<file path="src/rtl/ex_pkg.sv">
package ex_pkg;

  localparam int XLEN         = 32;
  localparam int QUEUE_DEPTH  = 4;  // Also the upstream credit count after reset
  localparam int TAG_W        = 2;
  localparam int SINK_CREDITS = 2;
  localparam int CREDIT_W     = $clog2(SINK_CREDITS + 1);
  localparam int MUL_STAGES   = 3;

  // Major opcodes and funct7 patterns seen by the decoder
  localparam logic [6:0] OPC_OP        = 7'b0110011;
  localparam logic [6:0] OPC_OP_IMM    = 7'b0010011;
  localparam logic [6:0] FUNCT7_BASE   = 7'b0000000;
  localparam logic [6:0] FUNCT7_ALT    = 7'b0100000;  // SUB and SRA
  localparam logic [6:0] FUNCT7_MULDIV = 7'b0000001;

  typedef enum logic [3:0] {
    ALU_ADD,
    ALU_SUB,
    ALU_AND,
    ALU_OR,
    ALU_XOR,
    ALU_SLL,
    ALU_SRL,
    ALU_SRA,
    ALU_SLT,
    ALU_SLTU,
    ALU_BRANCH,
    ALU_ZERO    // Illegal encodings land here
  } alu_op_t;

  typedef enum logic [1:0] {
    MUL_LO,
    MUL_HI_SS,
    MUL_HI_SU,
    MUL_HI_UU
  } mul_op_t;

  typedef enum logic [1:0] {
    SLOT_FREE,
    SLOT_WAIT,
    SLOT_DONE
  } slot_state_t;

endpackage

</file>
<file path="src/rtl/ex_unit.sv">
`timescale 1ns/1ps

module ex_unit (
  input  logic                    clk,
  input  logic                    rst,
  input  logic                    in_valid,
  input  logic [31:0]             instruction,
  input  logic [ex_pkg::XLEN-1:0] src_a,
  input  logic [ex_pkg::XLEN-1:0] src_b,
  input  logic                    alu_control,
  output logic                    in_credit,
  output logic                    out_valid,
  output logic [ex_pkg::XLEN-1:0] out_result,
  output logic                    out_branch_taken,
  input  logic                    out_credit
);
  import ex_pkg::*;

  logic             issue_valid;
  logic             alu_valid;
  alu_op_t          alu_op;
  logic [2:0]       alu_funct3;
  logic             mul_valid;
  mul_op_t          mul_op;
  logic [XLEN-1:0]  op_a;
  logic [XLEN-1:0]  op_b;
  logic [TAG_W-1:0] issue_tag;
  logic             alu_done;
  logic [TAG_W-1:0] alu_done_tag;
  logic [XLEN-1:0]  alu_result;
  logic             alu_branch_taken;
  logic             mul_done;
  logic [TAG_W-1:0] mul_done_tag;
  logic [XLEN-1:0]  mul_result;

  op_decode i_op_decode (
    .clk(clk), .rst(rst), .in_valid(in_valid), .instruction(instruction),
    .src_a(src_a), .src_b(src_b), .alu_control(alu_control),
    .issue_valid(issue_valid), .alu_valid(alu_valid), .alu_op(alu_op),
    .alu_funct3(alu_funct3), .mul_valid(mul_valid), .mul_op(mul_op),
    .op_a(op_a), .op_b(op_b), .issue_tag(issue_tag)
  );

  int_alu i_int_alu (
    .clk(clk), .rst(rst), .alu_valid(alu_valid), .alu_op(alu_op),
    .alu_funct3(alu_funct3), .op_a(op_a), .op_b(op_b), .alu_tag(issue_tag),
    .alu_done(alu_done), .alu_done_tag(alu_done_tag), .alu_result(alu_result),
    .alu_branch_taken(alu_branch_taken)
  );

  mul_pipe i_mul_pipe (
    .clk(clk), .rst(rst), .mul_valid(mul_valid), .mul_op(mul_op),
    .op_a(op_a), .op_b(op_b), .mul_tag(issue_tag),
    .mul_done(mul_done), .mul_done_tag(mul_done_tag), .mul_result(mul_result)
  );

  result_merge i_result_merge (
    .clk(clk), .rst(rst), .issue_valid(issue_valid),
    .alu_done(alu_done), .alu_done_tag(alu_done_tag), .alu_result(alu_result),
    .alu_branch_taken(alu_branch_taken), .mul_done(mul_done),
    .mul_done_tag(mul_done_tag), .mul_result(mul_result), .out_credit(out_credit),
    .out_valid(out_valid), .out_result(out_result),
    .out_branch_taken(out_branch_taken), .in_credit(in_credit)
  );

endmodule

</file>
<file path="src/rtl/int_alu.sv">
`timescale 1ns/1ps

module int_alu (
  input  logic                     clk,
  input  logic                     rst,
  input  logic                     alu_valid,
  input  ex_pkg::alu_op_t          alu_op,
  input  logic [2:0]               alu_funct3,
  input  logic [ex_pkg::XLEN-1:0]  op_a,
  input  logic [ex_pkg::XLEN-1:0]  op_b,
  input  logic [ex_pkg::TAG_W-1:0] alu_tag,
  output logic                     alu_done,
  output logic [ex_pkg::TAG_W-1:0] alu_done_tag,
  output logic [ex_pkg::XLEN-1:0]  alu_result,
  output logic                     alu_branch_taken
);
  import ex_pkg::*;

  logic [XLEN-1:0] diff;
  logic [XLEN-1:0] result_c;
  logic            flag_c;
  logic            lt_signed;
  logic            lt_unsigned;

  assign diff        = op_a - op_b;
  assign lt_signed   = ($signed(op_a) < $signed(op_b));
  assign lt_unsigned = (op_a < op_b);

  always_comb begin
    result_c = '0;
    flag_c   = 1'b0;
    unique case (alu_op)
      ALU_ADD:  result_c = op_a + op_b;
      ALU_SUB:  result_c = diff;
      ALU_AND:  result_c = op_a & op_b;
      ALU_OR:   result_c = op_a | op_b;
      ALU_XOR:  result_c = op_a ^ op_b;
      ALU_SLL:  result_c = op_a << op_b[4:0];
      ALU_SRL:  result_c = op_a >> op_b[4:0];
      ALU_SRA:  result_c = $signed(op_a) >>> op_b[4:0];
      ALU_SLT:  result_c = {{(XLEN-1){1'b0}}, lt_signed};
      ALU_SLTU: result_c = {{(XLEN-1){1'b0}}, lt_unsigned};
      ALU_BRANCH: begin
        result_c = diff;
        unique case (alu_funct3)
          3'b000:  flag_c = (op_a == op_b);  // BEQ
          3'b001:  flag_c = (op_a != op_b);  // BNE
          3'b100:  flag_c = lt_signed;       // BLT
          3'b101:  flag_c = ~lt_signed;      // BGE
          3'b110:  flag_c = lt_unsigned;     // BLTU
          3'b111:  flag_c = ~lt_unsigned;    // BGEU
          default: flag_c = 1'b0;
        endcase
      end
      default:  result_c = '0;  // ALU_ZERO
    endcase
  end

  always_ff @(posedge clk) begin
    if (rst) begin
      alu_done <= 1'b0;
    end else begin
      alu_done <= alu_valid;
    end
  end

  always_ff @(posedge clk) begin
    if (alu_valid) begin
      alu_done_tag     <= alu_tag;
      alu_result       <= result_c;
      alu_branch_taken <= flag_c;
    end
  end

endmodule

</file>
<file path="src/rtl/mul_pipe.sv">
`timescale 1ns/1ps

module mul_pipe (
  input  logic                     clk,
  input  logic                     rst,
  input  logic                     mul_valid,
  input  ex_pkg::mul_op_t          mul_op,
  input  logic [ex_pkg::XLEN-1:0]  op_a,
  input  logic [ex_pkg::XLEN-1:0]  op_b,
  input  logic [ex_pkg::TAG_W-1:0] mul_tag,
  output logic                     mul_done,
  output logic [ex_pkg::TAG_W-1:0] mul_done_tag,
  output logic [ex_pkg::XLEN-1:0]  mul_result
);
  import ex_pkg::*;

  logic [MUL_STAGES-1:0]   valid_sr;
  logic [TAG_W-1:0]        tag_sr [MUL_STAGES];
  logic                    sign_a;
  logic                    sign_b;
  logic signed [XLEN:0]    a_s1;
  logic signed [XLEN:0]    b_s1;
  logic                    hi_s1;
  logic                    hi_s2;
  logic signed [2*XLEN+1:0] prod_s2;

  // MULHU treats both operands as unsigned, MULHSU only the second
  assign sign_a = (mul_op != MUL_HI_UU);
  assign sign_b = (mul_op == MUL_LO) || (mul_op == MUL_HI_SS);

  always_ff @(posedge clk) begin
    if (rst) begin
      valid_sr <= '0;
    end else begin
      valid_sr <= {valid_sr[MUL_STAGES-2:0], mul_valid};
    end
  end

  always_ff @(posedge clk) begin
    tag_sr[0] <= mul_tag;
    for (int i = 1; i < MUL_STAGES; i++) begin
      tag_sr[i] <= tag_sr[i-1];
    end
  end

  // Stage 1 extends the operands to 33 bits
  always_ff @(posedge clk) begin
    a_s1  <= {sign_a & op_a[XLEN-1], op_a};
    b_s1  <= {sign_b & op_b[XLEN-1], op_b};
    hi_s1 <= (mul_op != MUL_LO);
  end

  // Stage 2 forms the full signed product
  always_ff @(posedge clk) begin
    prod_s2 <= a_s1 * b_s1;
    hi_s2   <= hi_s1;
  end

  // Stage 3 picks the word
  always_ff @(posedge clk) begin
    mul_result <= hi_s2 ? prod_s2[2*XLEN-1:XLEN] : prod_s2[XLEN-1:0];
  end

  assign mul_done     = valid_sr[MUL_STAGES-1];
  assign mul_done_tag = tag_sr[MUL_STAGES-1];

endmodule

</file>
<file path="src/rtl/op_decode.sv">
`timescale 1ns/1ps

module op_decode (
  input  logic                     clk,
  input  logic                     rst,
  input  logic                     in_valid,
  input  logic [31:0]              instruction,
  input  logic [ex_pkg::XLEN-1:0]  src_a,
  input  logic [ex_pkg::XLEN-1:0]  src_b,
  input  logic                     alu_control,
  output logic                     issue_valid,
  output logic                     alu_valid,
  output ex_pkg::alu_op_t          alu_op,
  output logic [2:0]               alu_funct3,
  output logic                     mul_valid,
  output ex_pkg::mul_op_t          mul_op,
  output logic [ex_pkg::XLEN-1:0]  op_a,
  output logic [ex_pkg::XLEN-1:0]  op_b,
  output logic [ex_pkg::TAG_W-1:0] issue_tag
);
  import ex_pkg::*;

  logic [6:0]      opcode;
  logic [6:0]      funct7;
  logic [2:0]      funct3;
  logic [4:0]      shamt;
  alu_op_t         dec_alu_op;
  mul_op_t         dec_mul_op;
  logic            dec_is_mul;
  logic [XLEN-1:0] dec_op_b;
  logic [TAG_W-1:0] next_tag;

  assign opcode = instruction[6:0];
  assign funct3 = instruction[14:12];
  assign funct7 = instruction[31:25];
  assign shamt  = instruction[24:20];

  always_comb begin
    dec_alu_op = ALU_ADD;  // Loads, stores and unknown opcodes just add
    dec_mul_op = MUL_LO;
    dec_is_mul = 1'b0;
    dec_op_b   = src_b;
    if (alu_control) begin
      dec_alu_op = ALU_BRANCH;
    end else if (opcode == OPC_OP && funct7 == FUNCT7_MULDIV) begin
      dec_is_mul = (funct3[2] == 1'b0);  // Divide half is not supported
      dec_mul_op = mul_op_t'(funct3[1:0]);
      dec_alu_op = ALU_ZERO;
    end else if (opcode == OPC_OP) begin
      unique case (funct3)
        3'b000: dec_alu_op = (funct7 == FUNCT7_ALT) ? ALU_SUB : ALU_ADD;
        3'b001: dec_alu_op = ALU_SLL;
        3'b010: dec_alu_op = ALU_SLT;
        3'b011: dec_alu_op = ALU_SLTU;
        3'b100: dec_alu_op = ALU_XOR;
        3'b101: dec_alu_op = (funct7 == FUNCT7_ALT) ? ALU_SRA : ALU_SRL;
        3'b110: dec_alu_op = ALU_OR;
        3'b111: dec_alu_op = ALU_AND;
        default: dec_alu_op = ALU_ZERO;
      endcase
    end else if (opcode == OPC_OP_IMM) begin
      unique case (funct3)
        3'b000: dec_alu_op = ALU_ADD;
        3'b010: dec_alu_op = ALU_SLT;
        3'b011: dec_alu_op = ALU_SLTU;
        3'b100: dec_alu_op = ALU_XOR;
        3'b110: dec_alu_op = ALU_OR;
        3'b111: dec_alu_op = ALU_AND;
        3'b001: dec_alu_op = (funct7 == FUNCT7_BASE) ? ALU_SLL : ALU_ZERO;
        3'b101: begin
          if (funct7 == FUNCT7_BASE) dec_alu_op = ALU_SRL;
          else if (funct7 == FUNCT7_ALT) dec_alu_op = ALU_SRA;
          else dec_alu_op = ALU_ZERO;  // Bad shift funct7
        end
        default: dec_alu_op = ALU_ZERO;
      endcase
      if (funct3 == 3'b001 || funct3 == 3'b101) begin
        dec_op_b = {{(XLEN-5){1'b0}}, shamt};  // Immediate shift amount
      end
    end
  end

  always_ff @(posedge clk) begin
    if (rst) begin
      issue_valid <= 1'b0;
      alu_valid   <= 1'b0;
      mul_valid   <= 1'b0;
      next_tag    <= '0;
    end else begin
      issue_valid <= in_valid;
      alu_valid   <= in_valid & ~dec_is_mul;
      mul_valid   <= in_valid & dec_is_mul;
      if (in_valid) next_tag <= next_tag + 1'b1;  // Wraps modulo QUEUE_DEPTH
    end
  end

  always_ff @(posedge clk) begin
    if (in_valid) begin
      alu_op     <= dec_alu_op;
      alu_funct3 <= funct3;
      mul_op     <= dec_mul_op;
      op_a       <= src_a;
      op_b       <= dec_op_b;
      issue_tag  <= next_tag;
    end
  end

endmodule

</file>
<file path="src/rtl/result_merge.sv">
`timescale 1ns/1ps

module result_merge (
  input  logic                     clk,
  input  logic                     rst,
  input  logic                     issue_valid,
  input  logic                     alu_done,
  input  logic [ex_pkg::TAG_W-1:0] alu_done_tag,
  input  logic [ex_pkg::XLEN-1:0]  alu_result,
  input  logic                     alu_branch_taken,
  input  logic                     mul_done,
  input  logic [ex_pkg::TAG_W-1:0] mul_done_tag,
  input  logic [ex_pkg::XLEN-1:0]  mul_result,
  input  logic                     out_credit,
  output logic                     out_valid,
  output logic [ex_pkg::XLEN-1:0]  out_result,
  output logic                     out_branch_taken,
  output logic                     in_credit
);
  import ex_pkg::*;

  slot_state_t       slot_state  [QUEUE_DEPTH];
  logic [XLEN-1:0]   slot_result [QUEUE_DEPTH];
  logic              slot_flag   [QUEUE_DEPTH];
  logic [TAG_W-1:0]  head_ptr;
  logic [TAG_W-1:0]  tail_ptr;
  logic [CREDIT_W-1:0] credit_cnt;
  logic              head_alu_hit;
  logic              head_mul_hit;
  logic              head_ready;
  logic              pop;
  logic [XLEN-1:0]   head_result;
  logic              head_flag;

  // A result arriving for the head slot goes straight out
  assign head_alu_hit = alu_done && (alu_done_tag == head_ptr);
  assign head_mul_hit = mul_done && (mul_done_tag == head_ptr);
  assign head_ready   = (slot_state[head_ptr] == SLOT_DONE) || head_alu_hit || head_mul_hit;
  assign pop          = head_ready && (credit_cnt != '0);

  always_comb begin
    if (slot_state[head_ptr] == SLOT_DONE) begin
      head_result = slot_result[head_ptr];
      head_flag   = slot_flag[head_ptr];
    end else if (head_alu_hit) begin
      head_result = alu_result;
      head_flag   = alu_branch_taken;
    end else begin
      head_result = mul_result;
      head_flag   = 1'b0;  // Multiplies never branch
    end
  end

  always_ff @(posedge clk) begin
    if (rst) begin
      head_ptr   <= '0;
      tail_ptr   <= '0;
      credit_cnt <= CREDIT_W'(SINK_CREDITS);
      out_valid  <= 1'b0;
      for (int i = 0; i < QUEUE_DEPTH; i++) begin
        slot_state[i] <= SLOT_FREE;
      end
    end else begin
      out_valid <= pop;
      if (issue_valid) begin
        slot_state[tail_ptr] <= SLOT_WAIT;
        tail_ptr             <= tail_ptr + 1'b1;
      end
      if (alu_done) slot_state[alu_done_tag] <= SLOT_DONE;
      if (mul_done) slot_state[mul_done_tag] <= SLOT_DONE;
      // Freeing comes last so a bypassed result does not linger
      if (pop) begin
        slot_state[head_ptr] <= SLOT_FREE;
        head_ptr             <= head_ptr + 1'b1;
      end
      unique case ({out_credit, pop})
        2'b10:   credit_cnt <= credit_cnt + 1'b1;
        2'b01:   credit_cnt <= credit_cnt - 1'b1;
        default: credit_cnt <= credit_cnt;
      endcase
    end
  end

  always_ff @(posedge clk) begin
    if (alu_done) begin
      slot_result[alu_done_tag] <= alu_result;
      slot_flag[alu_done_tag]   <= alu_branch_taken;
    end
    if (mul_done) begin
      slot_result[mul_done_tag] <= mul_result;
      slot_flag[mul_done_tag]   <= 1'b0;
    end
    if (pop) begin
      out_result       <= head_result;
      out_branch_taken <= head_flag;
    end
  end

  // Each result leaving frees one queue entry for upstream
  assign in_credit = out_valid;

endmodule

</file>
<file path="config.mk">
export PLATFORM = sky130hd
export DESIGN_NAME = ex_unit
export DESIGN_NICKNAME = d
export VERILOG_FILES = /design/src/rtl/ex_pkg.sv /design/src/rtl/ex_unit.sv /design/src/rtl/int_alu.sv /design/src/rtl/mul_pipe.sv /design/src/rtl/op_decode.sv /design/src/rtl/result_merge.sv
export SDC_FILE = /design/constraint.sdc
export NUM_CORES = 2
export LEC_CHECK = 0
export BUFFER_PORTS_ARGS = -buffer_cell sky130_fd_sc_hd__buf_4
export CAP_MARGIN = 15
export CORE_MARGIN = 4
export CORE_UTILIZATION = 25
export CTS_CLUSTER_DIAMETER = 80
export DETAILED_ROUTE_END_ITERATION = 12
export PLACE_DENSITY_LB_ADDON = 0.15
export SLEW_MARGIN = 25
export SYNTH_ARGS = -nofsm -noshare
export SYNTH_HDL_FRONTEND = slang
export SYNTH_HIERARCHICAL = 1
export SYNTH_SLANG_ARGS = --single-unit
export TNS_END_PERCENT = 1
</file>
<file path="constraint.sdc">
create_clock -name clk -period 16.7 [get_ports clk]
set_input_delay 0.835 -clock clk [delete_from_list [all_inputs] [get_ports clk]]
set_output_delay 0.835 -clock clk [all_outputs]
set_load 0.01 [all_outputs]
</file>
# After elaboration in Yosys (flattened, before gate mapping)
# Memory sizes are Yosys's and may differ from the RTL's. A register that Yosys moved wholly into a read port is not among the register bits.
# Cells that the tools add are included.
# Widths: inputs -> output; s select.
# op_classes
mux	59
bitwise_logic	12
multipliers	1
add_sub_neg	7
n_lt_le_gt_ge	2
eq_ne	35
shift	3
reduce_logical	23
# op_table
operator	count
$pmux 32 s10	1
$mux 32	8
$lt 32x32->1	2
$mul 33x33->64	1
$pmux 4 s8	2
$add 32x32->32	1
$and 32x32->32	1
$eq 32x32->1	1
$ne 32x32->1	1
$or 32x32->32	1
$shl 32x5->32	1
$shr 32x5->32	1
$sshr 32x5->32	1
$sub 32x32->32	1
$xor 32x32->32	1
$mux 2	14
$mux 1	27
$eq 3x3->1 const B	8
$mux 4	5
$eq 4x3->1 const B	4
$eq 7x6->1 const B	2
$reduce_or 2->1	7
$eq 4x4->1 const B	3
$add 2x1->2 const B	4
other kinds (22)	44
# word_totals
in_bits	101
n_memories	4
elab_cells	174
out_inout_bits	35
reg_bits	323
ramBits	146
# mem_list
name	words	word_bits	rd	rd_ports_with_merged_regs	wr	line_no	rtl
i_result_merge.slot_result	4	32	1	1	2	result_merge.sv:23	logic [XLEN-1:0] slot_result [QUEUE_DEPTH];
i_result_merge.slot_state	4	2	1	1	4	result_merge.sv:22	slot_state_t slot_state [QUEUE_DEPTH];
i_mul_pipe.tag_sr	3	2	3	0	3	mul_pipe.sv:18	logic [TAG_W-1:0] tag_sr [MUL_STAGES];
i_result_merge.slot_flag	4	1	1	1	2	result_merge.sv:24	logic slot_flag [QUEUE_DEPTH];

# Depth between registers and ports, before layout
# depth
word_depth	10
ltp_mapped	28
ltp_nobuf	26

# By module
# The synthesis kept the hierarchy.
# by_module_without_submodules
module	n_inst	seq_area_each_um2	area_per_inst_um2	cells_each
mul_pipe	1	3463.3	42162.9	4363
int_alu	1	1071.0	10353.7	1415
result_merge	1	5255.0	8883.5	699
op_decode	1	2352.3	2990.4	169

# Worst setup path after synthesis
# No wires, ideal clock.
# synth_path
path_type	register -> register
from	register i_mul_pipe.a_s1[32]
to	register i_mul_pipe.prod_s2[63]
t_required_ns	16.579
n_path_buf	2
setup_time_ns	0.121
slack_ns	9.044
arrival_time_ns	7.536
period_less_slack_ns	7.656
path_stages_with_launch	24
path_cell_list	dfxtp_1 > clkbuf_1 > nand2_1 > inv_1 > fa_1 > fa_1 > fa_1 > inv_1 > fa_1 > fa_1 > fa_1 > fa_1 > fa_1 > inv_1 > ha_1 > clkbuf_1 > nand3_1 > nor4_1 > nand3_1 > nor2_1 > o211ai_1 > a31oi_2 > a41oi_1 > xnor2_1
# synth_between
elab_chain_cells	1
# synth_lines
item	line_no	rtl
start: declaration	mul_pipe.sv:21	logic signed [XLEN:0] a_s1;
start signal: assignment	mul_pipe.sv:48	a_s1 <= {sign_a & op_a[XLEN-1], op_a};
$mul 33x33->64	mul_pipe.sv:55	prod_s2 <= a_s1 * b_s1;
end signal: assignment	mul_pipe.sv:55	
end: declaration	mul_pipe.sv:25	logic signed [2*XLEN+1:0] prod_s2;
# No other way between the ends.
# A chain may end at the register's enable or synchronous reset.

# Worst setup path in the final report
# layout_path
from	register i_mul_pipe.b_s1[0]
to	register i_mul_pipe.prod_s2[63]
# layout_between
elab_chain_cells	1
# layout_lines
item	line_no	rtl
start: declaration	mul_pipe.sv:22	logic signed [XLEN:0] b_s1;
start signal: assignment	mul_pipe.sv:49	b_s1 <= {sign_b & op_b[XLEN-1], op_b};
$mul 33x33->64	mul_pipe.sv:55	
# No other way between the ends.

==> results.py <==
metrics = {
    "run_status": {
        "status": "finished, final reports clean",
    },
    "clocking": {
        "clk_path_buf_depth": 3,
        "ctsResizeCount": 0,
        "cts_made_buffers": 54,
        "cts_post_setup_buffers_inserted": 0,
        "cts_num_sinks": 471,
        "cts_max_level": 2,
        "root_buffer": "clkbuf_16",
        "clk_pin_slew_ns": 0.06,
        "postCtsHoldBufs": 0,
        "clk_latency_ns": 0.67,
        "cts_tree": "yes",
    },
    "global_route": {
        "grt.total_usage": 0.175,
        "gr-total-overflow": 0,
        "grt_pass1_wl_um": 347000,
        "grt_antenna_before_repair": 19,
        "grt_start_max_net_pins": 68,
        "grt_pass1_vias": 50200,
    },
    "yosys": {
        "yosysUniqueCellTypes": 116,
        "synth_top_area_frac": 0.350,
        "syn-cell-area_um2": 64400,
        "yosys_warnings": 6,
        "ys_ff_latch": 471,
        "synthesis.instances": 6646,
        "synth_area_leader_cell": "fa_1",
        "synth-edff-count": 271,
        "synth_flop_cell": "edfxtp_1",
        "async_reset_ff_frac": 0,
        "synth_nets": 8188,
        "yosys-top-cells-area": "fa_1 35%, edfxtp_1 13%, inv_1 7.0%",
        "avgSynthCellArea_um2": 9.69,
        "ys_seq_area_frac": 0.189,
    },
    "sta": {
        "rsz0062_at_grt": "false",
        "setup_violations": 0,
        "period_minus_slack_ns": 9.15,
        "fin_setup_tns_ns": 0,
        "worst_hold_slack_ns": 0.326,
        "final_max_slew_viol_count": 0,
        "fin_crit_sh": 0.548,
        "fin_ws_ns": 7.55,
        "fmax_mhz": 109,
        "hold_viol": 0,
        "slew_headroom": 0.192,
        "tightest_slew_ns": 1.20,
        "clock_skew_ns": 0.0336,
    },
    "floorplan": {
        "row_count": 186,
        "die_w_um": 516,
        "ios": 136,
        "die_area_um2": 266000,
        "initial_core_util": 0.251,
        "die_h_um": 516,
        "coreArea_um2": 256000,
    },
    "setup_path": {
        "cp_slowest_stage_delay_ns": 1.07,
        "path_delay_family": "adder cells",
        "critPathKind": "reg2reg",
        "cp_common_cell": "fa_1",
        "cp_max_fo": 33,
        "rrSetupSlack_ns": 7.55,
        "worstPathCellList": "buf_4, nand2_1, inv_1, fa_1, fa_1, fa_1, buf_4, inv_1, fa_1, inv_1, fa_1, fa_1, fa_1, fa_1, ha_1, inv_1, nor4_1, nand3_1, nor2_1, o211ai_1, a31oi_2, a41oi_1, xnor2_1",
        "crit_arrival_ns": 9.66,
        "crit_path_top_delay_cell": "fa_1",
        "worst-path-buf-inv": 6,
        "cp-end-kind": "flop",
        "critical_path_required_ns": 17.21,
        "startpoint_type": "flop",
    },
    "route": {
        "viasPerCell": 4.67,
        "drtIter0Drc": 3235,
        "drcViolationCount": 0,
        "vias": 46800,
        "antenna_left": 0,
        "routed_wl_um": 230000,
        "wl_per_cell_um": 23.0,
        "firstDrtPassIters": 5,
    },
    "min_path": {
        "hp-class": "reg2reg",
    },
    "cells_and_area": {
        "syn2layout_area_growth_pct": 10.1,
        "utilization": 0.276,
        "layout_common_cells": "1192 x inv_1, 1127 x fa_1, 941 x nand2_1",
        "num-nets-final": 8127,
        "drive_gt1_frac": 0.0930,
        "final_common_cell": "inv_1",
    },
    "placement": {
        "gp_congestion": 0.928,
        "hpwl_um": 173000,
        "port_buffers": 125,
        "dp_slack_ns": 7.51,
    },
    "flow_run": {
        "cap_violations": 0,
    },
}
## final timing paths
kind                             endpoint  cells after the start                     from
setup reg to reg   i_mul_pipe/prod_s2[63]                     23       i_mul_pipe/b_s1[0]
hold reg to reg   i_mul_pipe/tag_sr[0][3]                      0  i_mul_pipe/tag_sr[0][1]
hold / removal    i_mul_pipe/tag_sr[0][3]                      0  i_mul_pipe/tag_sr[0][1]
setup / recovery   i_mul_pipe/prod_s2[63]                     23       i_mul_pipe/b_s1[0]
## synth_stat cells, types with 10 or more instances
| master | n |
|---|---|
| inv_1 | 1195 |
| fa_1 | 1127 |
| nand2_1 | 942 |
| and2_1 | 581 |
| ha_1 | 314 |
| clkbuf_1 | 309 |
| edfxtp_1 | 271 |
| dfxtp_1 | 200 |
| nor2_1 | 198 |
| a21oi_1 | 174 |
| o21ai_0 | 144 |
| mux2_2 | 110 |
| mux2i_1 | 107 |
| mux4_2 | 65 |
| nand3_1 | 63 |
| nor2b_1 | 54 |
| xnor2_1 | 53 |
| a21o_1 | 46 |
| nor3_1 | 38 |
| a211oi_1 | 35 |
| a31oi_1 | 34 |
| xor2_1 | 34 |
| a221oi_1 | 31 |
| nand2b_1 | 31 |
| buf_2 | 27 |
| o211ai_1 | 26 |
| o22ai_1 | 25 |
| and3_1 | 21 |
| o2111ai_1 | 20 |
| buf_1 | 18 |
| o31ai_1 | 18 |
| nand4_1 | 17 |
| o21ai_1 | 15 |
| o21bai_1 | 15 |
| o21a_1 | 14 |
| nor4_1 | 13 |
| buf_6 | 11 |
| nor3b_1 | 11 |
| a22oi_1 | 10 |
## worst reg2reg max path, delay by kind of cell (launching register included)
family                     cells  cell delay (ns)
DFF                            1             0.31
xor gates and xnor gates       1             0.16
and+or+nand+nor                4             1.19
AOI/OAI and AO/OA              3             0.99
adders and majority gates      9             5.00
buffers and inverters          6             1.36
## registers in the layout (all words and copies together) (netlist names), 2 cells and up, named ones only
register                    cells
i_mul_pipe/mul_result          32
i_op_decode/op_b               32
i_op_decode/issue_tag           2
i_result_merge/slot_state       8
i_mul_pipe/a_s1                33
i_result_merge/slot_flag        4
i_result_merge/head_ptr         2
i_op_decode/alu_op              4
i_mul_pipe/b_s1                33
i_int_alu/alu_done_tag          2
i_mul_pipe/prod_s2             64
i_mul_pipe/tag_sr               6
i_result_merge/slot_result    128
i_result_merge/credit_cnt       2
i_op_decode/next_tag            2
i_op_decode/op_a               32
i_result_merge/tail_ptr         2
i_int_alu/alu_result           32
i_op_decode/alu_funct3          3
i_op_decode/mul_op              2
i_result_merge/out_result      32
i_mul_pipe/valid_sr             3
## metal layers
metal,up-vias,part of all wire,global-route usage
li1,20800,-,-
met1,24600,0.47,0.251
met5,-,0.00014,0
met2,1172,0.46,0.283
met3,235,0.045,0.0191
met4,4,0.024,0.0369
## kinds of logic (layout without fill, tap and decap cells)
family          count (synthesis)  after routing  synth area share
fa+ha+maj                    1441           1441             0.411
simple gates                 2034           2034             0.154
buf+inv                      1580           1565            0.0952
xor+xnor                       87             87            0.0118
flops                         471            471             0.189
other cells                     0              4                 0
compound gates                744            744            0.0792
mux                           289            289            0.0600
## layout make-up
| cell class | count | area [um2] |
|---|---|---|
| diodes | 4 | 10.0 |
| clock buffers | 75 | 1540 |
| clock inverters | 27 | 284 |
| fillers | 27300 | 186000 |
| inverters | 1202 | 4510 |
| multi-input cells | 4595 | 46200 |
| flip-flops and latches | 471 | 12200 |
| well taps | 3384 | 4230 |
| repair buffers | 261 | 1960 |
## per-stage QoR
step	cell area, um2	cells
3_3_place_gp	69000	9913
3_5_place_dp	69000	9913
6_report	70900	10000
2_1_floorplan	64400	6646
4_1_cts	70900	10000
5_1_grt	70900	10000
Power is not shown: default switching activity piles up to over one toggle a cycle in this logic, so the estimate is an artifact.
